[config.mk]
export PLATFORM = sky130hd
export DESIGN_NAME = icache_controller
export DESIGN_NICKNAME = d
export VERILOG_FILES = /design/src/verilog/icache_pkg.sv /design/src/verilog/icache_controller.sv
export VERILOG_INCLUDE_DIRS = /design/src /design/src/verilog
export SDC_FILE = /design/constraint.sdc
export NUM_CORES = 1
export LEC_CHECK = 0
export BUFFER_PORTS_ARGS = -buffer_cell sky130_fd_sc_hd__buf_2
export CAP_MARGIN = 20
export CORE_AREA = 2 2 277 279
export DETAILED_ROUTE_END_ITERATION = 16
export DIE_AREA = 0 0 279 281
export RECOVER_POWER = 25
export SYNTH_ARGS = -nofsm -noshare
export SYNTH_HDL_FRONTEND = slang
export SYNTH_SLANG_ARGS = --single-unit
export TNS_END_PERCENT = 10
[constraint.sdc]
create_clock -name clk -period 16.7 [get_ports clk]
set_input_delay 3.34 -clock clk [delete_from_list [all_inputs] [get_ports clk]]
set_output_delay 3.34 -clock clk [all_outputs]
set_load 0.05 [all_outputs]
[src/verilog/icache_defs.svh]
`ifndef ICACHE_DEFS_SVH
`define ICACHE_DEFS_SVH

// cache geometry
// 32 sets of 16-byte lines, direct mapped
`define ICACHE_SETS     32
`define ICACHE_INDEX_W  5
`define ICACHE_OFFSET_W 4
`define ICACHE_TAG_W    23

// physical address width
`define ICACHE_ADDR_W   32

// shared bus and line widths
`define ICACHE_BUS_W    32
`define ICACHE_LINE_W   128

// bus words per line
`define ICACHE_BEATS    4

`endif
[src/verilog/icache_pkg.sv]
`include "icache_defs.svh"

package icache_pkg;

    // accepted fetch, virtual address for the index, physical for the tag
    typedef struct packed {
        logic [`ICACHE_ADDR_W-1:0] vaddr;
        logic [`ICACHE_ADDR_W-1:0] paddr;
    } fetch_req_t;

    // one line as bus words, word 0 in the low bits
    typedef logic [`ICACHE_LINE_W/`ICACHE_BUS_W-1:0][`ICACHE_BUS_W-1:0] line_t;

    typedef logic [`ICACHE_TAG_W-1:0] tag_t;

    // finished refill, valid strobes for one cycle
    typedef struct packed {
        logic                       valid;
        logic [`ICACHE_INDEX_W-1:0] index;
        line_t                      line;
    } fill_t;

endpackage

[src/verilog/icache_controller.sv]
`timescale 1ns/1ps
`include "icache_defs.svh"

module icache_controller (
    input  logic                       clk,
    input  logic                       rst,
    input  logic                       req_valid,
    output logic                       req_ready,
    input  logic [`ICACHE_ADDR_W-1:0]  req_address,
    input  logic [`ICACHE_ADDR_W-1:0]  phys_addr,
    input  logic                       tlb_hit,
    output logic                       dp_valid,
    input  logic                       dp_ready,
    output icache_pkg::line_t          dp_read_data,
    output logic [`ICACHE_INDEX_W-1:0] rd_idx,
    output logic                       wr_en,
    output logic [`ICACHE_INDEX_W-1:0] wr_idx,
    output icache_pkg::tag_t           tag_wr,
    output icache_pkg::line_t          line_wr,
    input  icache_pkg::tag_t           tag_rd,
    input  icache_pkg::line_t          line_rd,
    output logic                       start,
    output icache_pkg::fetch_req_t     fetch,
    input  icache_pkg::fill_t          fill
);
    import icache_pkg::*;

    localparam int TAG_LSB = `ICACHE_OFFSET_W + `ICACHE_INDEX_W;

    typedef enum logic [1:0] {
        S_IDLE,
        S_LOOKUP,
        S_FILL,
        S_RESPOND
    } state_t;

    state_t                   state;
    fetch_req_t               req_q;
    tag_t                     req_tag;
    line_t                    resp_q;
    line_t                    resp_next;
    logic [`ICACHE_SETS-1:0]  valid_q;
    logic                     rd_pend;
    logic                     accept;
    logic                     hit;
    logic                     lookup_done;

    assign accept  = req_ready && req_valid && tlb_hit;
    assign req_tag = req_q.paddr[`ICACHE_ADDR_W-1:TAG_LSB];
    assign rd_idx  = req_q.vaddr[`ICACHE_OFFSET_W +: `ICACHE_INDEX_W];

    // arrays read one edge after acceptance, decide on the cycle after
    assign lookup_done = (state == S_LOOKUP) && !rd_pend;
    assign hit         = valid_q[rd_idx] && (tag_rd == req_tag);
    assign start       = lookup_done && !hit;

    // fill writes both arrays in the same cycle
    assign wr_en   = (state == S_FILL) && fill.valid;
    assign wr_idx  = fill.index;
    assign tag_wr  = req_tag;
    assign line_wr = fill.line;

    assign fetch = req_q;

    // response comes from the refill on a miss, else from the data array
    assign resp_next = (state == S_FILL) ? fill.line : line_rd;

    always_ff @(posedge clk) begin
        if (rst) begin
            state   <= S_IDLE;
            rd_pend <= 1'b0;
            valid_q <= '0;
        end else begin
            rd_pend <= accept;
            if (wr_en) begin
                valid_q[wr_idx] <= 1'b1;
            end
            case (state)
                S_IDLE: begin
                    if (accept) begin
                        state <= S_LOOKUP;
                    end
                end
                S_LOOKUP: begin
                    if (lookup_done) begin
                        state <= hit ? S_RESPOND : S_FILL;
                    end
                end
                S_FILL: begin
                    if (fill.valid) begin
                        state <= S_RESPOND;
                    end
                end
                S_RESPOND: begin
                    if (dp_ready) begin
                        state <= S_IDLE;
                    end
                end
                default: begin
                    state <= S_IDLE;
                end
            endcase
        end
    end

    // request and response payload
    always_ff @(posedge clk) begin
        if (accept) begin
            req_q.vaddr <= req_address;
            req_q.paddr <= phys_addr;
        end
        if ((lookup_done && hit) || wr_en) begin
            resp_q <= resp_next;
        end
    end

    // one fetch in flight at a time
    assign req_ready    = (state == S_IDLE);
    assign dp_valid     = (state == S_RESPOND);
    assign dp_read_data = resp_q;

endmodule

# After elaboration in Yosys (flattened, before gate mapping)
# Index checks and enable logic that the tools add are counted.
# totals
regBits	227
latchBits	0
ram_bits	0
rom_bits	0
inputBits	354
out_inout_bits	357
word_cells	45
mem_count	0
# op_classes
add_sub_neg	0
multipliers	0
div_mod_pow	0
order_cmp	3
eq_ne	8
n_shift	0
n_mux	11
bitwise	1
n_reduce_logical	13
# ops
cell	n
2-to-1 mux 128 bit	1
bitwise OR 32 bit	1
equality test 23 bit	1
less-than comparator 5 x 6 -> 1 bit, second input constant	2
logical AND 1 bit	8
2-to-1 mux 2 bit	4
one-hot mux 2 bit (4 select lines)	1
binary-select mux 1 bit (select 5 bit)	1
demux 1 bit (select 5 bit)	1
>= comparator 5 x 1 -> 1 bit, second input constant	1
equality test 2 bit, second input constant	2
!= test 2 x 1 -> 1 bit, second input constant	2
!= test 2 bit, second input constant	2
AND reduction 4 bit	1
2-to-1 mux 1 bit	3
equality test 2 x 1 -> 1 bit, second input constant	1
logical NOT 1 bit	2
logical NOT 2 bit	1
logical OR 1 bit	1

# Longest topological paths before layout
# depth
depth_word	6
mapped_depth	8
depth_no_buf	7

# Least setup slack after synthesis
# Ideal clock, no wire load.
# synth_timing
path_type	input port to flip-flop
start	input tag_rd[3]
end	register resp_q (netlist bit dp_read_data[0]), enable pin
setup_ps	803
arrival_ps	13439
t_required_ps	15897
setup_slack_ps	2458
stages	5
n_path_buf	0
cell_sequence	xnor2_1 nand4_1 nor4_1 nand4_2 o31ai_1
# synth_between
elab_chain_len	4
# synth_lines
element	line	rtl
start: declaration	icache_controller.sv:20	input icache_pkg::tag_t tag_rd,
equality test 23 bit	icache_controller.sv:54	assign hit = valid_q[rd_idx] && (tag_rd == req_tag);
logical AND 1 bit	icache_controller.sv:54	
logical AND 1 bit	icache_controller.sv:112	if ((lookup_done && hit) || wr_en) begin
logical OR 1 bit	icache_controller.sv:112	
end signal: assignment	icache_controller.sv:113	resp_q <= resp_next;
end: declaration	icache_controller.sv:40	line_t resp_q;
# No other way between the ends.
# A chain may end at the register's enable or synchronous reset.

# Worst setup path in the final report
# layout_timing
start	input tag_rd[18]
end	output start
# layout_between
elab_chain_len	4
# layout_lines
element	line	rtl
equality test 23 bit	icache_controller.sv:54	
logical AND 1 bit	icache_controller.sv:54	
logical NOT 1 bit	icache_controller.sv:55	assign start = lookup_done && !hit;
logical AND 1 bit	icache_controller.sv:55	
end: declaration	icache_controller.sv:22	output logic start,
# No other way between the ends.

==> impl_metrics.tcl <==
set metrics [dict create \
    run_status "finished, violations left" \
    violations "capacitance limit, slew limit" \
    critical_path_class "input port to output port" \
    row_count 101 \
    drv_slew 37 \
    hold_depth 2 \
    cts_buffers 28 \
    fin_crit_sh_pct 50.90 \
    netlist_area_um2 10320 \
    syn_inst 706 \
    first_pass_iters 4 \
    utilization_pct 19.40 \
    via_count 7756 \
    post-dp-hpwl_um 35440 \
    clk_pin_slew_worst_paths_ns 0.06 \
    finalSetupViolCount 0 \
    hold_path_class "flip-flop to flip-flop" \
    yosys.area.top_type "edfxtp_1" \
    max_stage_delay_ns 0.69 \
    cts_resized 0 \
    synth.area.top_cells "edfxtp_1 (56%), mux2_2 (14%), buf_4 (12%)" \
    cpMostUsedCell "buf_2" \
    worstPathArrival_ns 5.16 \
    cts_buffer_depth 3 \
    synth_area_per_cell_um2 14.62 \
    p_leak_nw 5.924 \
    drt_wl_total_um 42950 \
    p_comb_share_pct 33.1 \
    clk-insertion-delay-late_ns 0.57 \
    p_per_area_nw_per_um2 134.5 \
    yosysSeqAreaShare_pct 62.63 \
    grt-ovfl-total 0 \
    yosys_warnings 0 \
    postCtsHoldBufs 0 \
    critPathLaunchType "input port" \
    path_buf_inv 2 \
    fp.dieH_um 281 \
    fp.dieArea_um2 78400 \
    clock-root-buffer "clkbuf_16" \
    whs_ns 0.4621 \
    grt_antenna_before_repair 7 \
    routedWlPerCell_um 18.94 \
    vias_per_cell 3.420 \
    slew_headroom_pct -6.286 \
    hold_path_end "valid_q[3]" \
    rsz0062_at_grt "no" \
    post-route-min-period_ns 8.501 \
    p_sw_share_pct 37.26 \
    gp_congestion 0.8871 \
    seq_power_share_pct 37.3 \
    cp.required_ns 13.36 \
    die_x_um 279 \
    cts_setup_buffers 0 \
    grt_pass1_wl_um 55630 \
    antenna_left 0 \
    grt_usage_pct 10.07 \
    nets 1627 \
    setup-tns-final_ns 0 \
    ys_types 42 \
    placed_cell_area_um2 13870 \
    fp.coreArea_um2 75440 \
    r2r-end "dp_read_data[61]" \
    drt_iter0_drc 331 \
    hold_start "valid_q[3]" \
    cts_max_level 1 \
    nFillCells 8335 \
    syn_to_final_growth_pct 41.80 \
    p_int_mw 1.236 \
    cp_max_fo 3 \
    design_area_um2 14640 \
    crit_chain "buf_2, xnor2_1, nand4_1, nor4_1, nand4_2, o21ba_1, buf_2" \
    async_flop_share_pct 0 \
    synth-seq-cells 227 \
    pin_count 711 \
    fin_skew_ns 0.01481 \
    ys.flop_type "edfxtp_1" \
    final_cell_mix "buf_2 (629), edfxtp_1 (192), mux2_2 (121)" \
    final_hold_viol_count 0 \
    peakVddDrop_mv 0.08042 \
    timing.rr.start "fetch[36]" \
    r2r_cells 6 \
    clkSinkCount 227 \
    synth_nets 1065 \
    rrSetupSlack_ns 13.50 \
    cts_tree "built" \
    p_switching_mw 0.7338 \
    drv_cap 1 \
    start_util_pct 13.68 \
    clock_power_share_pct 29.6 \
    drc 0 \
    synth_edf_count 192 \
    grt_pass1_vias 7711 \
    grt_max_degree 129 \
    end_kind "output port" \
    synth_top_area_share_pct 55.85 \
    final_common_cell "buf_2" \
    path_delay_family "simple AND/OR/NAND/NOR gates" \
    cp_slowest_cell "nor4_1" \
    drive_gt1_share_pct 62.03 \
    worst_pin_slew_ns 1.594 \
    io_buffers 710 \
    max_freq_mhz 117.6 \
]
==> cells by family after synthesis <==
| group | synth area share (%) |
|---|---|
| flip-flops | 62.63 |
| XOR/XNOR | 1.951 |
| multiplexers | 15.80 |
| AND/OR/NAND/NOR | 3.600 |
| AO/OA/AOI/OAI | 2.557 |
| buffers and inverters | 12.85 |
| adder cells (fa/ha/maj) | 0.6060 |
==> worst min-delay path, delay by kind of cell, from the launching register on <==
| family | cells | cell delay (ns) |
|---|---|---|
| AOI/OAI and AO/OA | 1 | 0.04 |
| DFF | 1 | 0.32 |
| and+or+nand+nor | 1 | 0.07 |
==> registers in the layout (all words and copies together) (netlist names) <==
signal and flops:
dp_read_data 128, rd_pend 1, fetch 64, valid_q 32, state 2
==> synthesized netlist by cell type, drive strengths merged (2+ instances only) <==
master	instances
nor2	37
nand3	2
nand4	4
mux4	2
xor2	8
ha	5
and3	2
a21oi	33
mux2	129
mux2i	13
or2	2
clkbuf	16
edfxtp	192
or2b	2
nand2	4
dfxtp	35
buf	166
nor4	3
nor3	4
o22ai	6
nand2b	3
xnor2	15
nor3b	5
inv	7
==> layer usage <==
layer | share of wire, % | global-route usage [%]
met2 | 46 | 17.02
met1 | 39 | 11.25
met4 | 4.1 | 4.370
met3 | 10 | 3.932
met5 | 0.030 | 0
==> power by group through the flow <==
| stage | logic [mW] | clock network, mW | registers, mW |
|---|---|---|---|
| after floorplan | 0.326 | 0 | 0.928 |
| after global placement | 0.658 | 0 | 0.745 |
| after detailed placement | 0.661 | 0 | 0.747 |
| after CTS | 0.661 | 0.606 | 0.736 |
| after global routing | 0.682 | 0.626 | 0.740 |
| final | 0.652 | 0.582 | 0.735 |
==> layout make-up <==
type	count	area, um^2	area share [%]
clock buffer	34	744.5	5.085
timing repair buffer	714	3495	23.87
inverter	7	26.28	0.1795
clock inverter	16	121.4	0.8291
tap	978	1224	8.359
antenna	2	5.005	0.03419
multi-input combinational	290	2557	17.47
sequential	227	6466	44.17
==> per-stage QoR <==
step	total power [mW]	cells	setup WS [ns]
final	1.969	2268	8.199
after global routing	2.048	2268	8.205
after CTS	2.004	2266	8.163
after detailed placement	1.408	2216	8.176
after global placement	1.403	2216	8.203
after floorplan	1.254	706	2.458
==> worst max path at each step <==
stage,from,endpoint,slack [ns],cells past startpoint
2_1_floorplan,tag_rd[3],dp_read_data[0],2.46,5
3_3_place_gp,tag_rd[18],start,8.20,7
3_5_place_dp,tag_rd[18],start,8.18,7
4_1_cts,tag_rd[18],start,8.16,7
5_1_grt,tag_rd[18],start,8.20,7
6_report,tag_rd[18],start,8.20,7
Note: power is estimated with default switching activity, not from simulation.
