[src/verilog/icache_defs.svh]
`ifndef ICACHE_DEFS_SVH
`define ICACHE_DEFS_SVH

// cache geometry
// 32 sets of 16-byte lines, direct mapped
`define ICACHE_SETS     32
`define ICACHE_INDEX_W  5
`define ICACHE_OFFSET_W 4
`define ICACHE_TAG_W    23

// physical address width
`define ICACHE_ADDR_W   32

// shared bus and line widths
`define ICACHE_BUS_W    32
`define ICACHE_LINE_W   128

// bus words per line
`define ICACHE_BEATS    4

`endif
[src/verilog/icache_pkg.sv]
`include "icache_defs.svh"

package icache_pkg;

    // accepted fetch, virtual address for the index, physical for the tag
    typedef struct packed {
        logic [`ICACHE_ADDR_W-1:0] vaddr;
        logic [`ICACHE_ADDR_W-1:0] paddr;
    } fetch_req_t;

    // one line as bus words, word 0 in the low bits
    typedef logic [`ICACHE_LINE_W/`ICACHE_BUS_W-1:0][`ICACHE_BUS_W-1:0] line_t;

    typedef logic [`ICACHE_TAG_W-1:0] tag_t;

    // finished refill, valid strobes for one cycle
    typedef struct packed {
        logic                       valid;
        logic [`ICACHE_INDEX_W-1:0] index;
        line_t                      line;
    } fill_t;

endpackage

[src/verilog/icache_refill.sv]
`timescale 1ns/1ps
`include "icache_defs.svh"

module icache_refill (
    input  logic                      clk,
    input  logic                      rst,
    input  logic                      start,
    input  icache_pkg::fetch_req_t    req,
    output icache_pkg::fill_t         fill,
    output logic [`ICACHE_ADDR_W-1:0] mem_addr,
    output logic                      mem_req,
    input  logic                      mem_data_valid,
    input  logic [`ICACHE_BUS_W-1:0]  mem_data,
    input  logic                      grant_in,
    output logic                      grant_out,
    input  logic                      bus_busy_in,
    output logic                      bus_busy_out
);
    import icache_pkg::*;

    localparam int CNT_W = $clog2(`ICACHE_BEATS);

    // S_DONE doubles as the resting state
    typedef enum logic [1:0] {
        S_WAIT,
        S_BEAT,
        S_DONE
    } state_t;

    state_t                     state;
    logic [CNT_W-1:0]           beat_q;
    logic [`ICACHE_ADDR_W-1:0]  addr_q;
    logic [`ICACHE_INDEX_W-1:0] idx_q;
    line_t                      words_q;
    logic                       fill_vld;
    logic                       take_bus;
    logic                       last_beat;

    // grant seen and nobody else on the bus
    assign take_bus  = (state == S_WAIT) && grant_in && !bus_busy_in;
    assign last_beat = (state == S_BEAT) && mem_data_valid &&
                       (beat_q == CNT_W'(`ICACHE_BEATS - 1));

    always_ff @(posedge clk) begin
        if (rst) begin
            state    <= S_DONE;
            beat_q   <= '0;
            fill_vld <= 1'b0;
        end else begin
            fill_vld <= last_beat;
            case (state)
                S_DONE: begin
                    if (start) begin
                        state <= S_WAIT;
                    end
                end
                S_WAIT: begin
                    if (take_bus) begin
                        state  <= S_BEAT;
                        beat_q <= '0;
                    end
                end
                S_BEAT: begin
                    if (mem_data_valid) begin
                        beat_q <= beat_q + 1'b1;
                    end
                    if (last_beat) begin
                        state <= S_DONE;
                    end
                end
                default: begin
                    state <= S_DONE;
                end
            endcase
        end
    end

    // line base on start, then one word further per beat
    always_ff @(posedge clk) begin
        if (start && (state == S_DONE)) begin
            addr_q <= {req.paddr[`ICACHE_ADDR_W-1:`ICACHE_OFFSET_W],
                       {`ICACHE_OFFSET_W{1'b0}}};
            idx_q  <= req.vaddr[`ICACHE_OFFSET_W +: `ICACHE_INDEX_W];
        end else if ((state == S_BEAT) && mem_data_valid) begin
            addr_q <= addr_q + `ICACHE_ADDR_W'(4);
        end
    end

    // beat k lands in word k
    always_ff @(posedge clk) begin
        if ((state == S_BEAT) && mem_data_valid) begin
            words_q[beat_q] <= mem_data;
        end
    end

    always_comb begin
        fill.valid = fill_vld;
        fill.index = idx_q;
        fill.line  = words_q;
    end

    assign mem_addr     = addr_q;
    assign mem_req      = (state == S_BEAT);
    assign bus_busy_out = (state == S_BEAT);

    // hand the grant on only while idle
    assign grant_out = (state == S_DONE) ? grant_in : 1'b0;

endmodule

[config.mk]
export PLATFORM = sky130hd
export DESIGN_NAME = icache_refill
export DESIGN_NICKNAME = d
export VERILOG_FILES = /design/src/verilog/icache_pkg.sv /design/src/verilog/icache_refill.sv
export VERILOG_INCLUDE_DIRS = /design/src /design/src/verilog
export SDC_FILE = /design/constraint.sdc
export NUM_CORES = 1
export LEC_CHECK = 0
export BUFFER_PORTS_ARGS = -buffer_cell sky130_fd_sc_hd__buf_2
export CAP_MARGIN = 20
export CELL_PAD_IN_SITES_DETAIL_PLACEMENT = 0
export CELL_PAD_IN_SITES_GLOBAL_PLACEMENT = 1
export CORE_MARGIN = 4
export CORE_UTILIZATION = 40
export DETAILED_ROUTE_END_ITERATION = 8
export HOLD_SLACK_MARGIN = 0.1
export PLACE_DENSITY = 0.91
export SLEW_MARGIN = 10
export SYNTH_ARGS = -nofsm -noshare
export SYNTH_HDL_FRONTEND = slang
export SYNTH_SLANG_ARGS = --single-unit
[constraint.sdc]
create_clock -name clk -period 3.95 [get_ports clk]
set_input_delay 0.1975 -clock clk [delete_from_list [all_inputs] [get_ports clk]]
set_output_delay 0.1975 -clock clk [all_outputs]
set_load 0.02 [all_outputs]
# [After elaboration in Yosys (flattened, before gate mapping)]
# Cells that the tools add are included.
[op_classes] order_cmp=2 n_mul=0 reduce_logical=12 n_shift=0 div_mod_pow=0 n_addsub=2 mux=13 bitwise=0 eq_ne=7
[op_table] op="128-bit bitwise mux" count=1
[op_table] op="32-bit two-way mux" count=3
[op_table] op="32-bit demux with 2-bit select" count=1
[op_table] op="32-bit by 3-bit adder with 32-bit output (second input constant)" count=1
[op_table] op="2-bit two-way mux" count=5
[op_table] op="1-bit logical AND" count=6
[op_table] op="2-bit inequality test (second input constant)" count=3
[op_table] op="2-bit one-hot mux with 3 select lines" count=1
[op_table] op="3-bit AND reduction" count=2
[op_table] op="2-bit == test (second input constant)" count=2
[op_table] op="2-bit one-hot mux with 2 select lines" count=1
[op_table] op="2-bit nonzero test" count=2
[op_table] op="2-bit by 3-bit less-than comparator with 1-bit output (second input constant)" count=1
[op_table] op="2-bit by 1-bit adder with 2-bit output (second input constant)" count=1
[op_table] op="2-bit by 1-bit == test with 1-bit output (second input constant)" count=1
[op_table] op="2-bit by 1-bit >= comparator with 1-bit output (second input constant)" count=1
[op_table] op="2-bit zero test" count=1
[op_table] op="2-bit by 1-bit inequality test with 1-bit output (second input constant)" count=1
[op_table] op="1-bit zero test" count=1
[op_table] op="1-bit two-way mux" count=1
[totals] mem_count=0 wordCells=46 mem_bits_ro=0 latch_bits=0 output_inout_bits=169 register_bits=170 ramBits=0

# [Logic depth before layout (Yosys ltp)]
[logic_depth] depth_word=5 depth_mapped=7 ltp_nobuf=6

# [Least setup slack after synthesis]
# Ideal clock, no wire load.
[synth_path] kind="register to register" startpoint="register state[0]" endpoint="register addr_q[10], in the netlist mem_addr[10] (enable)" arrival_ns=1.856 period_less_slack_ns=2.246 path_stages_with_launch=6 setup_ns=0.389 n_path_buf=2 slack_ns=1.704 path_cell_list="dfxtp_1 -> nor2b_1 -> clkbuf_1 -> nand2_1 -> clkbuf_1 -> nand2b_1"
[synth_via] elab_chain_len=3 word_cells_on_any_way=5 cone_classes="eq/ne: 2; reduce/logical: 3"
[synth_rtl] item="start, declared" line_no="icache_refill.sv:30" source="state_t state;"
[synth_rtl] item="start signal, assigned" line_no="icache_refill.sv:46" source="state <= S_DONE;"
[synth_rtl] item="start signal, assigned" line_no="icache_refill.sv:54" source="state <= S_WAIT;"
[synth_rtl] item="start signal, assigned" line_no="icache_refill.sv:59" source="state <= S_BEAT;"
[synth_rtl] item="2-bit by 1-bit == test with 1-bit output"
[synth_rtl] item="via bus_busy_out" line_no="icache_refill.sv:17" source="output logic bus_busy_out"
[synth_rtl] item="1-bit logical AND" line_no="icache_refill.sv:84" source="end else if ((state == S_BEAT) && mem_data_valid) begin"
[synth_rtl] item="2-bit nonzero test (no line)"
[synth_rtl] item="end signal, assigned" line_no="icache_refill.sv:81" source="addr_q <= {req.paddr[`ICACHE_ADDR_W-1:`ICACHE_OFFSET_W],"
[synth_rtl] item="end signal, assigned" line_no="icache_refill.sv:85" source="addr_q <= addr_q + `ICACHE_ADDR_W'(4);"
[synth_rtl] item="end, declared" line_no="icache_refill.sv:32" source="logic [`ICACHE_ADDR_W-1:0] addr_q;"
# The timed path passes the listed nets, and every way through them passes these cells.
# A chain may end at the register's enable or synchronous reset.

# [Worst setup path in the final report]
[layout_path] startpoint="register addr_q[10], in the netlist mem_addr[10]" endpoint="register addr_q[21], in the netlist mem_addr[21] (data pin)"
[layout_via] elab_chain_len=3
[layout_rtl] item="32-bit by 3-bit adder with 32-bit output" line_no="icache_refill.sv:85"
[layout_rtl] item="32-bit two-way mux" line_no="icache_refill.sv:84"
[layout_rtl] item="32-bit two-way mux" line_no="icache_refill.sv:80" source="if (start && (state == S_DONE)) begin"
# Every way passes these cells. The select of a mux whose other input is x is not followed.

==> impl_metrics.sql <==
INSERT INTO impl_metrics (metric_group, metric, value, unit) VALUES
('status', 'status', 'finished, final reports clean', ''),
('synthesis', 'synthTopCellsByArea', 'edfxtp_1 78%, xnor2_1 2.8%, nand2_1 2.5%', ''),
('setup_path', 'timing.critical_path.arrival', '2.36', 'ns'),
('final_layout', 'multiInputGateArea', '1170', 'µm²'),
('floorplan', 'die_width', '133', 'µm'),
('sta', 'hold_violations_final', '0', ''),
('cts', 'cts_tree', 'yes', ''),
('setup_path', 'worst-setup-path-type', 'reg -> reg', ''),
('synthesis', 'postSynthCellCount', '365', ''),
('cts', 'clk_pin_slew', '0.07', 'ns'),
('cts', 'insertion_delay', '0.43', 'ns'),
('setup_path', 'worstPathMaxFanout', '11', ''),
('synthesis', 'synth-simple-area-share', '0.107', ''),
('final_layout', 'area_growth_syn_to_layout', '42.5', '%'),
('setup_path', 'critical_path_capture_point_type', 'register', ''),
('synthesis', 'post_synth_most_frequent_cells', '161 x edfxtp_1, 42 x nand2_1, 20 x xnor2_1', ''),
('sta', 'timing.clock.skew', '0.0149', 'ns'),
('route', 'avgViaCountPerCell', '4.75', ''),
('min_path', 'hold_path_depth', '3', ''),
('final_layout', 'layout.area.seq', '4970', 'µm²'),
('grt', 'pin_count_of_the_biggest_net_entering_global_routing', '37', ''),
('sta', 'final_min_period_over_clock_period', '0.551', ''),
('synthesis', 'synth_edf_count', '161', ''),
('grt', 'globalRouteOverflowTotal', '0', ''),
('final_layout', 'layoutNonFillerInstCount', '902', ''),
('synthesis', 'share_of_flip_flops_with_an_asynchronous_set_or_reset', '0', ''),
('min_path', 'worst_hold_path_type', 'in -> reg', ''),
('place', 'numPlacedInstances', '802', ''),
('route', 'dr_total_vias', '4284', ''),
('floorplan', 'floorplan.core_area', '15300', 'µm²'),
('place', 'dp_hpwl', '10500', 'µm'),
('route', 'avgRoutedWirePerCell', '17.4', 'µm'),
('setup_path', 'crit_start_category', 'register', ''),
('sta', 'finalSetupViolations', '0', ''),
('cts', 'clock_tree.root_cell', 'clkbuf_16', ''),
('job', 'max-cap-violations', '0', ''),
('power_and_ir_drop', 'power.net_switching', '913', 'µW'),
('sta', 'clock.fmax', '460', 'MHz'),
('cts', 'h-tree-depth', '4', ''),
('route', 'antenna_nets_post_route', '0', ''),
('setup_path', 'critical_path_cell_by_cell', 'and4_4 > nand4_2 > or4_1 > o211ai_1 > nand2_1', ''),
('grt', 'antenna_violations_before_repair', '1', ''),
('final_layout', 'drive_gt1_frac', '0.422', ''),
('synthesis', 'ys_dominant_reg_cell', 'edfxtp_1', ''),
('synthesis', 'synth_top_area_frac', '0.775', ''),
('power_and_ir_drop', 'power_per_unit_of_standard_cell_area', '433', 'nW/µm²'),
('power_and_ir_drop', 'power.share.switching', '0.237', ''),
('sta', 'rsz0062_at_grt', 'false', ''),
('final_layout', 'layout.filler_cells', '1178', ''),
('route', 'drt-initial-drc-count', '247', ''),
('sta', 'slew-limit-headroom', '0.409', ''),
('synthesis', 'synth-seq-area-share', '0.798', ''),
('grt', 'grt_pass1_vias', '4258', ''),
('setup_path', 'r2r_cells', '5', ''),
('floorplan', 'design.die.area', '17700', 'µm²'),
('cts', 'post_cts_resized', '0', ''),
('grt', 'grt.total_usage', '0.177', ''),
('power_and_ir_drop', 'share_clk_of_total_power', '0.414', ''),
('sta', 'final.setup.tns', '0', 'ns'),
('cts', 'clock_sinks', '168', ''),
('synthesis', 'synthesis.area_per_instance', '17.1', 'µm²'),
('route', 'finalWirelength', '15700', 'µm'),
('floorplan', 'num_io_pins', '271', ''),
('cts', 'cts_inserted_buffers', '17', ''),
('power_and_ir_drop', 'ir_worst_vdd', '0.000261', 'V'),
('synthesis', 'post_synth_xor_area_fraction', '0.0393', ''),
('synthesis', 'synth_warnings', '0', ''),
('synthesis', 'synth_area_leader_cell', 'edfxtp_1', ''),
('grt', 'grt_pass1_wl', '24100', 'µm'),
('synthesis', 'adder_cell_area_share_of_the_yosys_netlist', '0.0100', ''),
('synthesis', 'synth_cell_area', '6240', 'µm²');
layout make-up:
cell class	count	area share
Clock buffer	17	0.0479
Multi-Input combinational cell	178	0.131
Timing Repair Buffer	308	0.212
Inverter	4	0.00169
Antenna cell	1	0.000282
Sequential cell	168	0.560
Clock inverter	15	0.0170
Tap cell	211	0.0297
worst max-delay path: cells and delay by family, from the launching register on:
kind	cells	cell delay, ns
AO/OA/AOI/OAI	1	0.11
flip-flops	1	0.46
AND/OR/NAND/NOR	4	1.37
through the flow:
stage | area, µm² | utilization | setup WS, ns | hold slack [ns]
6_report | 8890 | 0.583 | 1.77 | 0.139
5_1_grt | 8890 | 0.583 | 1.66 | 0.175
4_1_cts | 8890 | 0.582 | 1.76 | 0.137
3_5_place_dp | 7640 | 0.501 | 1.77 | 0.381
3_3_place_gp | 7640 | 0.501 | 1.79 | 0.377
2_1_floorplan | 6240 | - | 1.70 | 0.269
power groups by stage:
stage	clock network [mW]	registers [mW]	logic (mW)
final	1.59	2.01	0.244
after global routing	1.71	2.02	0.265
after CTS	1.62	2.01	0.243
after detailed placement	0	2.05	0.190
after global placement	0	2.05	0.184
after floorplan	0	2.08	0.0649
cells in the final DEF (no fill, tap or decap), drive strengths merged, types with 4 or more instances in the layout:
cell and instances:
buf 241, edfxtp 161, dlygate4sd3 67, nand2 44
o21ai 27, xnor2 20, clkbuf 17, inv 12
nor4 11, nor2 9, nand4 9, nand3 8
xor2 8, dfxtp 7, and2 7, and3 7
ha 5, clkinv 5, nor3 4
repair_timing:
item                                    CTS  global route
endpoints found under the setup margin    0             0
hold buffers                             67             0
hold endpoints to repair                166             0
setup buffers                             0             0
state kept, by name, indices dropped and copies added, names as in the netlist:
signal    count
state         2
fill        128
fill_vld      1
beat_q        2
mem_addr     30
idx_q         5
cell families after synthesis:
logic type	count (synthesis)
flops	168
simple gates	109
compound gates	34
xor+xnor	28
buf+inv	20
fa+ha+maj	5
other cells	1
worst paths after layout:
| check | slack (ns) | start | to |
|---|---|---|---|
| setup / recovery | 1.77 | mem_addr[10]$_DFFE_PP_ | mem_addr[21]$_DFFE_PP_ |
| hold / removal | 0.14 | start | state[1]$_SDFFE_PP1P_ |
| setup reg to reg | 1.77 | mem_addr[10]$_DFFE_PP_ | mem_addr[21]$_DFFE_PP_ |
| hold reg to reg | 0.50 | mem_addr[3]$_SDFFE_PP0P_ | mem_addr[3]$_SDFFE_PP0P_ |
per-layer routing:
metal	wire length [µm]	global-route usage	share of wire	vias up
met1	6330	0.218	0.40	2035
met3	1420	0.0574	0.090	17
met4	172	0.0462	0.011	0
met2	7800	0.301	0.50	233
li1	-	-	-	1999
met5	0	0	0	-
No activity file was read; power rests on OpenSTA's default activity.
