File: config.mk
export PLATFORM = sky130hd
export DESIGN_NAME = icache_ram
export DESIGN_NICKNAME = d
export VERILOG_FILES = /design/src/verilog/icache_ram.sv
export VERILOG_INCLUDE_DIRS = /design/src /design/src/verilog
export SDC_FILE = /design/constraint.sdc
export NUM_CORES = 1
export LEC_CHECK = 0
export BUFFER_PORTS_ARGS = -buffer_cell sky130_fd_sc_hd__buf_2
export CORE_MARGIN = 2
export CORE_UTILIZATION = 58
export CTS_CLUSTER_SIZE = 16
export DETAILED_ROUTE_END_ITERATION = 10
export GPL_TIMING_DRIVEN = 0
export PLACE_DENSITY = 0.77
export SLEW_MARGIN = 20
export SYNTH_ARGS = -nofsm -noshare
export SYNTH_HDL_FRONTEND = slang
export SYNTH_SLANG_ARGS = --single-unit
File: constraint.sdc
create_clock -name clk -period 2.1 [get_ports clk]
set_clock_uncertainty 0.05 [all_clocks]
set_input_delay 0.315 -clock clk [delete_from_list [all_inputs] [get_ports clk]]
set_output_delay 0.315 -clock clk [all_outputs]
set_load 0.02 [all_outputs]
File: src/verilog/icache_defs.svh
`ifndef ICACHE_DEFS_SVH
`define ICACHE_DEFS_SVH

// cache geometry
// 32 sets of 16-byte lines, direct mapped
`define ICACHE_SETS     32
`define ICACHE_INDEX_W  5
`define ICACHE_OFFSET_W 4
`define ICACHE_TAG_W    23

// physical address width
`define ICACHE_ADDR_W   32

// shared bus and line widths
`define ICACHE_BUS_W    32
`define ICACHE_LINE_W   128

// bus words per line
`define ICACHE_BEATS    4

`endif
File: src/verilog/icache_ram.sv
`timescale 1ns/1ps
`include "icache_defs.svh"

// single-port array, one entry per set
// same module holds the tags and the lines
module icache_ram #(
    parameter type entry_t = logic,
    parameter int  DEPTH   = `ICACHE_SETS
) (
    input  logic                       clk,
    input  logic [`ICACHE_INDEX_W-1:0] idx,
    input  logic                       we,
    input  entry_t                     wdata,
    output entry_t                     rdata
);

    entry_t mem [DEPTH];

    // write has priority over the read port
    // rdata keeps its old value on a write cycle
    always_ff @(posedge clk) begin
        if (we) begin
            mem[idx] <= wdata;
        end else begin
            rdata <= mem[idx];
        end
    end

endmodule

## After elaboration in Yosys (flattened, before gate mapping)

Memory sizes are Yosys's and may differ from the RTL's. A register that Yosys moved wholly into a read port is not among the register bits.
Index checks and enable logic that the tools add are counted.

| storage, ports and cells | value |
|---|---|
| flip-flop bits (word level) | 0 |
| RAM bits | 32 |
| logic and storage cells | 4 |
| memories kept | 1 |

| operators by class | value |
|---|---|
| multiplexer cells | 2 |
| reduce and logical (&&, ||, !) cells | 1 |

Memory list:

| memory | words | bits a word | read ports | clocked after memory_dff | write ports | line | RTL |
|---|---|---|---|---|---|---|---|
| mem | 32 | 1 | 1 | 1 | 1 | icache_ram.sv:17 | `entry_t mem [DEPTH];` |

Operator list:

| cell | number |
|---|---|
| $mux W1 | 2 |
| $logic_not A1 Y1 | 1 |

## Longest topological paths before layout

Gate-level depths: netlist of run 1.

| depth | value |
|---|---|
| word-level depth | 2 |
| mapped depth | 6 |
| depth with buffers taken out | 4 |

## Worst setup path after synthesis of run 1

Ideal clock, no wire load.

| path | value |
|---|---|
| path kind | input port to flip-flop |
| start | in idx[0] |
| end | reg rdata (read register of mem) (data pin) |
| arrival | 1.250 ns |
| required time | 1.785 ns |
| slack | 0.535 ns |
| stages | 6 |
| path through | buf_6 > buf_2 > mux2i_1 > o22ai_2 > nor3_1 > o211ai_2 |

RTL lines:

| element | line | RTL |
|---|---|---|
| from (decl) | icache_ram.sv:11 | `` input logic [`ICACHE_INDEX_W-1:0] idx, `` |
| to (decl) | icache_ram.sv:14 | `output entry_t rdata` |

==> results of run 1 <==
## sequential cells by signal (all words and copies together) (netlist names)
| register | cells |
|---|---|
| mem | 32 |
| rdata | 1 |
## critical path, stage by stage, from the launching register on
cell,delay [ns]
edfxtp_1,0.38
mux4_2,0.46
nor2b_1,0.15
nor3_2,0.13
o211ai_2,0.11
## where the power goes
part	total, mW	internal (mW)	switching (mW)	leakage (nW)
clock	0.329	0.121	0.208	0.0300
combinational	0.0949	0.0357	0.0593	0.222
sequential	0.736	0.734	0.00192	0.298
## final cells by class
cell class | count | area, um2
plain buffers | 8 | 43.8
clock buffers | 5 | 37.5
clock inverters | 3 | 12.5
fillers | 199 | 845
inverters | 3 | 11.3
multi-input cells | 70 | 469
flip-flops and latches | 33 | 991
well taps | 30 | 37.5
repair buffers | 6 | 30.0
## worst max path at each step
stage             to  slack (ns)  cells past startpoint
2_1_floorplan  rdata        0.53                      6
3_3_place_gp   rdata        0.38                      6
3_5_place_dp   rdata        0.31                      6
4_1_cts        rdata        0.56                      4
5_1_grt        rdata        0.52                      4
6_report       rdata        0.57                      4
## per-layer routing
metal  global-route usage  vias to the layer above
met5                    0                        -
met4               0.0854                        0
met3               0.0591                        4
met2                0.327                       28
met1                0.257                      449
li1                     -                      441
## kinds of logic after synthesis
family / count (synthesis)
and+or+nand+nor: 51
DFF: 33
muxes: 13
buffers and inverters: 11
AOI/OAI and AO/OA: 6
## stage by stage
stage / hold slack [ns] / std cells / total power [mW] / util / cell area (um2)
after floorplan: 0.364 / 114 / 0.813 / - / 1520
after global placement: 0.584 / 150 / 0.842 / 0.639 / 1580
after detailed placement: 0.597 / 150 / 0.846 / 0.639 / 1580
after CTS: 0.244 / 158 / 1.17 / 0.659 / 1630
after global routing: 0.263 / 158 / 1.20 / 0.659 / 1630
final: 0.252 / 158 / 1.16 / 0.659 / 1630
## cell usage in the layout, fill, tap and decap left out, drive strengths merged
| master | count |
|---|---|
| edfxtp | 33 |
| nor2 | 32 |
| buf | 12 |
| mux2i | 10 |
| clkbuf | 7 |
| nor3 | 5 |
| o22ai | 4 |
| nand3b | 3 |
| inv | 3 |
| or3b | 3 |
| nand3 | 3 |
| mux4 | 3 |
| or3 | 3 |
| clkinv | 3 |
| nor2b | 2 |
| a21oi | 1 |
| o211ai | 1 |
==> impl_metrics.py, run 1 <==
metrics = {
    "clock_tree": {
        "htree_levels": 2,
        "cts_resized": 0,
        "post_cts_buffers": 0,
        "cts_tree": "yes",
        "clockBufferDepth": 2,
        "clk_latency_ns": 0.34,
        "cts_buffers": 5,
        "cts_root_buffer": "clkbuf_4",
        "clk_pin_slew_ns": 0.10,
        "holdBufCountCts": 0,
        "cts_sinks": 33,
    },
    "run_status": {
        "status": "finished clean",
    },
    "setup_path": {
        "r2r-start": "mem[3]",
        "reg2reg_depth": 4,
        "worst-path-max-fanout": 1,
        "reg2reg_to": "rdata",
        "path_class": "reg -> reg",
        "cp-end-kind": "flop",
        "start_kind": "flop",
        "r2r_slack_ns": 0.57,
        "cp_data_arrival_time_ns": 1.57,
        "crit_required_ns": 2.14,
        "cp-startpoint": "mem[3]",
    },
    "synthesis": {
        "ys.flop_type": "edfxtp_1",
        "synth_edf_count": 33,
        "yosysUniqueCellTypes": 20,
        "synth_nets": 122,
        "post-synth-top-area-cell": "edfxtp_1",
        "synth_top_family_by_area": "simple AND/OR/NAND/NOR gates",
        "synthMuxAreaShare": 0.111,
        "synth-warning-count": 0,
        "ys_top_cells_by_area": "edfxtp_1 65%, nor2_1 7.9%, mux2i_1 6.6%",
        "synth.avg_cell_area_um2": 13.3,
        "synth_seq_area_share": 0.654,
        "yosys.area.top_type_share": 0.654,
        "synthXorXnorAreaFrac": 0,
        "synthArstFlopShare": 0,
        "synth-compound-area-share": 0.0363,
        "synthTopCellsByCount": "33 x edfxtp_1, 32 x nor2_1, 10 x mux2i_1, 5 x buf_2, 4 x nor3_1",
        "synthAdderAreaFrac": 0,
        "syn_area_um2": 1520,
        "synth-simple-area-share": 0.163,
        "syn_inst": 114,
        "yosysMostFrequentCell": "edfxtp_1",
        "ys_seq_elements": 33,
    },
    "global_route": {
        "grt_max_degree": 33,
        "grt.total_usage": 0.203,
        "antenna_found_initial": 0,
        "grt_pass1_wl_mm": 4.06,
        "grt_pass1_vias": 854,
        "overflow": 0,
    },
    "power_and_ir_drop": {
        "leakagePower_nw": 0.550,
        "p_per_area_nw_per_um2": 710,
        "ir_worst_vdd_v": 0.000675,
    },
    "final_layout": {
        "drive_above_1_share": 0.203,
        "nets": 135,
        "antenna_cells": 0,
        "area_growth_pct": 7.76,
    },
    "sta": {
        "setup_tns_ns": 0,
        "final.min_clock_period_ns": 1.53,
        "fin_ws_ns": 0.571,
        "slew_viol_final": 0,
        "fmax_mhz": 654,
        "final-hold-violation-count": 0,
        "max_slew_margin": 0.691,
        "min_period_over_period": 0.728,
        "setup_violations": 0,
        "tightestPinTransition_ns": 0.463,
        "rsz0062_at_grt": "false",
    },
    "drt": {
        "dr.pass1.iters": 5,
        "postRouteAntennaNets": 0,
        "wl_met2_mm": 1.30,
        "avgRoutedWirePerCell_um": 16.4,
        "routed_wl_mm": 2.59,
        "drt_iter0_markers": 21,
        "wl_met3_um": 135,
        "routed.top_layer": "met4",
        "drt-met1-wl_mm": 1.12,
        "post_drt_via_cell_ratio": 5.84,
        "drc": 0,
        "vias": 922,
    },
    "flow_run": {
        "drv_cap": 0,
    },
    "min_path": {
        "whs_path_depth": 2,
        "hold_path.class": "in -> reg",
        "hp-start": "we",
        "holdPathEnd": "rdata",
    },
    "place": {
        "gp_congestion": 0.811,
        "io_buffers": 6,
        "dpl.hpwl_mm": 1.74,
        "pre_cts_slack_ns": 0.310,
    },
    "floorplan": {
        "die_h_um": 55.1,
        "die_area_um2": 3040,
        "initial_core_util": 0.612,
        "io_pins": 9,
        "fp.dieW_um": 55.1,
        "num_rows": 18,
        "fp.coreArea_um2": 2480,
    },
}
No activity file was read; power rests on OpenSTA's default activity.
==> inputs of run 2 (changes only) <==
Settings changed: CORE_UTILIZATION 58 to 53, PLACE_DENSITY 0.77 to 0.74.
Clock period 2.1 ns to 1.25 ns, I/O delays scaled along.
==> run 2 against run 1 <==
  * The flow now finishes with violations (negative setup slack)
  * Via count fell by 2.5%
  * Sequential power rose by 68%
  * Combinational power up 81%
  * Critical path depth stayed put
  * Register-to-register slack worse by 0.86 ns
  * Global-route usage shrank 1.8 points
  * First-iteration DRC count is 38% higher
  * Fmax decreased by 0.79%
  * Die area up 8.7%
  * Critical path type unchanged
  * Largest cell class unchanged
  * Highest routed layer unchanged
==> impl_metrics.py, run 2 (same netlist as run 1, synthesis figures left out) <==
metrics = {
    "run_status": {
        "status": "finished, violations left",
        "failed_checks": "negative setup slack",
    },
    "setup_path": {
        "reg2reg_depth": 4,
        "start_kind": "flop",
        "cp_slowest_cell": "mux4_2",
        "cp.depth": 4,
        "cp-end-kind": "flop",
        "cpPeakStageDelay_ns": 0.47,
        "crit_required_ns": 1.29,
        "crit_chain": "mux4_2, nor2b_1, nor3_2, o211ai_2",
        "critPathTopFamily": "multiplexers",
        "path_class": "reg -> reg",
        "worst-path-max-fanout": 1,
        "cp_data_arrival_time_ns": 1.58,
        "cp.buffers_inverters": 0,
    },
    "global_route": {
        "grt_pass1_vias": 895,
        "grt_pass1_wl_mm": 4.24,
        "antenna_found_initial": 0,
        "grt_max_degree": 33,
        "overflow": 0,
        "grt.total_usage": 0.185,
    },
    "power_and_ir_drop": {
        "pwr-share-seq": 0.636,
        "total_power_mw": 1.94,
        "p_switching_mw": 0.442,
        "pwr-share-comb": 0.089,
        "p_int_mw": 1.50,
        "leakagePower_nw": 0.557,
        "p_clk_frac": 0.276,
        "p_per_area_nw_per_um2": 1160,
        "ir_worst_vdd_v": 0.000841,
        "power.share.switching": 0.227,
    },
    "sta": {
        "fmax_mhz": 649,
        "fin_ws_ns": -0.291,
        "slew_viol_final": 0,
        "tightestPinTransition_ns": 0.467,
        "min_period_over_period": 1.23,
        "setup_violations": 1,
        "max_slew_margin": 0.689,
        "rsz0062_at_grt": "true",
        "final.min_clock_period_ns": 1.54,
        "final-hold-violation-count": 0,
    },
    "drt": {
        "dr.pass1.iters": 5,
        "postRouteAntennaNets": 0,
        "vias": 899,
        "post_drt_via_cell_ratio": 5.69,
        "avgRoutedWirePerCell_um": 16.8,
        "drc": 0,
        "routed_wl_mm": 2.65,
        "drt_iter0_markers": 29,
    },
    "clock_tree": {
        "clk_pin_slew_ns": 0.10,
        "cts_sinks": 33,
        "clockBufferDepth": 2,
        "htree_levels": 2,
        "cts_root_buffer": "clkbuf_4",
        "cts_buffers": 5,
        "cts_tree": "yes",
        "clk_latency_ns": 0.33,
        "cts_resized": 1,
        "post_cts_buffers": 0,
        "holdBufCountCts": 0,
    },
    "final_layout": {
        "final_common_cell": "edfxtp_1",
        "nets": 135,
        "drive_above_1_share": 0.299,
        "nFillCells": 223,
        "reg_top3": "mem: 32 flops, rdata: 1 flops",
        "antenna_cells": 0,
        "regMostFlops": "mem",
        "area_growth_pct": 10.7,
        "final_cell_mix": "33 x edfxtp_1, 25 x nor2_1, 10 x buf_2, 10 x mux2i_1, 7 x nor2_2",
        "finalNonFillerCells": 158,
        "largest_reg_flops": 32,
    },
    "floorplan": {
        "die_h_um": 57.5,
        "initial_core_util": 0.554,
        "fp.coreArea_um2": 2730,
        "num_rows": 19,
        "die_area_um2": 3300,
        "fp.dieW_um": 57.5,
        "io_pins": 9,
    },
    "min_path": {
        "whs_path_depth": 2,
        "hold_path.class": "in -> reg",
    },
    "place": {
        "gp_congestion": 0.772,
        "place_inst": 151,
        "pre_cts_slack_ns": -0.360,
        "io_buffers": 6,
        "dpl.hpwl_mm": 1.69,
    },
    "flow_run": {
        "drv_cap": 0,
    },
}
==> run 2: changes by cell type in the layout (fill, tap and decap cells not counted), moves of 2 or more <==
cell	change
nand3_1	-2
nand3_2	+2
nor2_1	-7
nor2_2	+7
==> run 2: power by group through the flow <==
stage	clock network, mW	logic (mW)	registers (mW)
after floorplan	0	0.109	1.27
after global placement	0	0.165	1.26
after detailed placement	0	0.169	1.26
after CTS	0.547	0.170	1.24
after global routing	0.603	0.189	1.24
final	0.536	0.172	1.24
==> run 2: routing by layer <==
layer | GRT usage | wire [um]
met5 | 0 | 0
met3 | 0.0771 | 115
met4 | 0.0997 | 51
met2 | 0.265 | 1220
met1 | 0.241 | 1270
==> run 2: per-stage QoR <==
stage / util / hold WS [ns] / area [um2] / setup TNS [ns]
3_3_place_gp: 0.592 / 0.450 / 1620 / -6.64
4_1_cts: 0.610 / 0.110 / 1670 / -0.296
3_5_place_dp: 0.592 / 0.464 / 1620 / -7.35
6_report: 0.614 / 0.155 / 1680 / -0.291
5_1_grt: 0.614 / 0.141 / 1680 / -0.329
2_1_floorplan: - / 0.236 / 1550 / -0.373
==> run 2: path summary, 6_finish.rpt <==
kind	start	slack [ns]	end
worst max-delay path	mem[3]	-0.29	rdata
worst min-delay path	we	0.15	rdata
worst max register to register	mem[3]	-0.29	rdata
worst min register to register	mem[22]	0.72	rdata
==> run 2: area by class of cell <==
| cell class | instances | area (um2) | share of cell area |
|---|---|---|---|
| Buffer | 8 | 61.3 | 0.0365 |
| Tap cell | 31 | 38.8 | 0.0231 |
| Inverter | 3 | 11.3 | 0.00671 |
| Sequential cell | 33 | 991 | 0.591 |
| Clock inverter | 1 | 3.75 | 0.00224 |
| Multi-Input combinational cell | 70 | 500 | 0.298 |
| Clock buffer | 6 | 41.3 | 0.0246 |
| Timing Repair Buffer | 6 | 30.0 | 0.0179 |
==> inputs of run 3 (changes only) <==
Settings changed: ABC_AREA from default to 1.
==> run 3 against run 2 <==
  * Synthesized cell count up 60%
  * The flow finishes with violations (design-rule violations)
  * Critical path depth up 4
  * Largest cell class unchanged
  * Non-clock buffer count down 3
==> impl_metrics.py, run 3 <==
metrics = {
    "run_status": {
        "status": "finished, violations left",
        "failed_checks": "design-rule violations",
    },
    "synthesis": {
        "synth_nets": 190,
        "synth_seq_area_share": 0.623,
        "synth.avg_cell_area_um2": 8.74,
        "synth-compound-area-share": 0,
        "synthXorXnorAreaFrac": 0,
        "ys_top_cells_by_area": "edfxtp_1 62%, nand2_1 20%, nor2_1 8.0%",
        "synth_edf_count": 33,
        "synth-warning-count": 0,
        "synthMuxAreaShare": 0,
        "yosys.area.top_type_share": 0.623,
        "yosysMostFrequentCell": "nand2_1",
        "synth-simple-area-share": 0.320,
        "yosysUniqueCellTypes": 12,
        "ys_seq_elements": 33,
        "synth_top_family_by_area": "simple AND/OR/NAND/NOR gates",
        "post-synth-top-area-cell": "edfxtp_1",
        "syn_area_um2": 1590,
        "synthTopCellsByCount": "84 x nand2_1, 34 x nor2_1, 33 x edfxtp_1, 12 x inv_1, 8 x nor3_1",
        "ys.flop_type": "edfxtp_1",
        "syn_inst": 182,
        "synthArstFlopShare": 0,
        "synthAdderAreaFrac": 0,
    },
    "setup_path": {
        "r2r-start": "mem[10]",
        "worst-path-max-fanout": 1,
        "critPathTopFamily": "simple AND/OR/NAND/NOR gates",
        "reg2reg_to": "rdata",
        "cpPeakStageDelay_ns": 0.39,
        "cp.buffers_inverters": 0,
        "reg2reg_depth": 8,
        "crit_required_ns": 1.30,
        "cp_slowest_cell": "edfxtp_1",
        "cp-startpoint": "mem[10]",
        "crit_chain": "nand2_1, nand2_1, nand2_1, nand2_1, nand2_1, nand2_1, nor2_1, nand2_1",
        "start_kind": "flop",
        "path_class": "reg -> reg",
        "r2r_slack_ns": 0.07,
        "cp-end-kind": "flop",
        "cp_data_arrival_time_ns": 1.22,
        "worst_path_most_repeated_cell": "nand2_1",
    },
    "power_and_ir_drop": {
        "leakagePower_nw": 0.707,
        "p_per_area_nw_per_um2": 1140,
        "ir_worst_vdd_v": 0.000724,
        "total_power_mw": 1.95,
    },
    "clock_tree": {
        "clk_pin_slew_ns": 0.10,
        "post_cts_buffers": 0,
        "cts_buffers": 5,
        "cts_resized": 0,
        "holdBufCountCts": 0,
        "clk_latency_ns": 0.33,
        "cts_root_buffer": "clkbuf_4",
        "cts_tree": "yes",
        "clockBufferDepth": 2,
        "cts_sinks": 33,
        "htree_levels": 2,
    },
    "drt": {
        "vias": 1194,
        "post_drt_via_cell_ratio": 5.26,
        "drt_iter0_markers": 37,
        "routed_wl_mm": 3.01,
        "drc": 1,
        "avgRoutedWirePerCell_um": 13.3,
        "dr.pass1.iters": 8,
        "postRouteAntennaNets": 0,
    },
    "final_layout": {
        "seqCellArea_um2": 991,
        "final_cell_mix": "84 x nand2_1, 34 x nor2_1, 33 x edfxtp_1",
        "multi_input_area_um2": 509,
        "drive_above_1_share": 0.0918,
        "area_growth_pct": 7.47,
        "nFillCells": 266,
        "largest_reg_flops": 32,
        "final_cell_area_um2": 1710,
        "reg_top3": "mem: 32 flops, rdata: 1 flops",
        "fin_util": 0.609,
        "antenna_cells": 0,
        "finalNonFillerCells": 227,
        "regMostFlops": "mem",
        "nets": 204,
        "final_common_cell": "nand2_1",
    },
    "global_route": {
        "antenna_found_initial": 0,
        "overflow": 0,
        "grt.total_usage": 0.203,
        "grt_pass1_wl_mm": 4.98,
        "grt_max_degree": 33,
        "grt_pass1_vias": 1114,
    },
    "floorplan": {
        "fp.coreArea_um2": 2810,
        "die_area_um2": 3450,
        "fp.dieW_um": 58.8,
        "initial_core_util": 0.567,
        "num_rows": 19,
        "io_pins": 9,
        "die_h_um": 58.8,
    },
    "sta": {
        "min_period_over_period": 0.943,
        "final-hold-violation-count": 0,
        "max_slew_margin": 0.682,
        "setup_violations": 0,
        "rsz0062_at_grt": "true",
        "final.min_clock_period_ns": 1.18,
        "setup_tns_ns": 0,
        "fmax_mhz": 849,
        "hold_ws_ns": 0.107,
        "slew_viol_final": 0,
        "fin_ws_ns": 0.0717,
        "tightestPinTransition_ns": 0.477,
    },
    "place": {
        "pre_cts_slack_ns": -0.239,
        "gp_congestion": 0.859,
        "place_inst": 220,
        "placed_area_um2": 1660,
        "dpl.hpwl_mm": 1.96,
        "io_buffers": 7,
    },
    "flow_run": {
        "drv_cap": 0,
    },
    "min_path": {
        "hp-start": "we",
        "whs_path_depth": 2,
        "hold_path.class": "in -> reg",
        "holdPathEnd": "rdata",
    },
}
==> run 3: routing by layer <==
metal	part of all wire	up-vias	track usage
met2	0.49	36	0.333
met5	0	-	0
li1	-	608	-
met1	0.44	546	0.253
met3	0.064	4	0.0725
met4	0.0076	0	0.0584
==> run 3: worst max path at each step <==
stage	depth (start not counted)	slack (ns)	end
finish	8	0.07	rdata
global route	8	-0.05	rdata
CTS	8	0.06	rdata
detailed placement	5	-0.24	mem[10]
global placement	5	-0.20	mem[24]
floorplan	5	0.06	mem[0]
==> run 3: kinds of logic (layout without fill, tap and decap cells) <==
family | count (synthesis) | after routing
buffers and inverters | 18 | 32
DFF | 33 | 33
and+or+nand+nor | 131 | 131
==> run 3: area by class of cell <==
class                           instances  area share
Clock buffer                            6      0.0242
Inverter                               14      0.0322
Buffer                                  4      0.0205
Timing Repair Buffer                    7      0.0205
Clock inverter                          1     0.00220
Multi-Input combinational cell        131       0.298
Tap cell                               31      0.0227
Sequential cell                        33       0.580
==> run 3: power by group <==
| group | switching, mW | internal (mW) | total, mW |
|---|---|---|---|
| Clock | 0.326 | 0.204 | 0.529 |
| Sequential | 0.00335 | 1.23 | 1.24 |
| Combinational | 0.131 | 0.0526 | 0.183 |
==> run 3: worst register-to-register path: cells and delay by family, from the launching register on <==
kind	cells	cell delay, ns
AND/OR/NAND/NOR	8	0.50
flip-flops	1	0.39
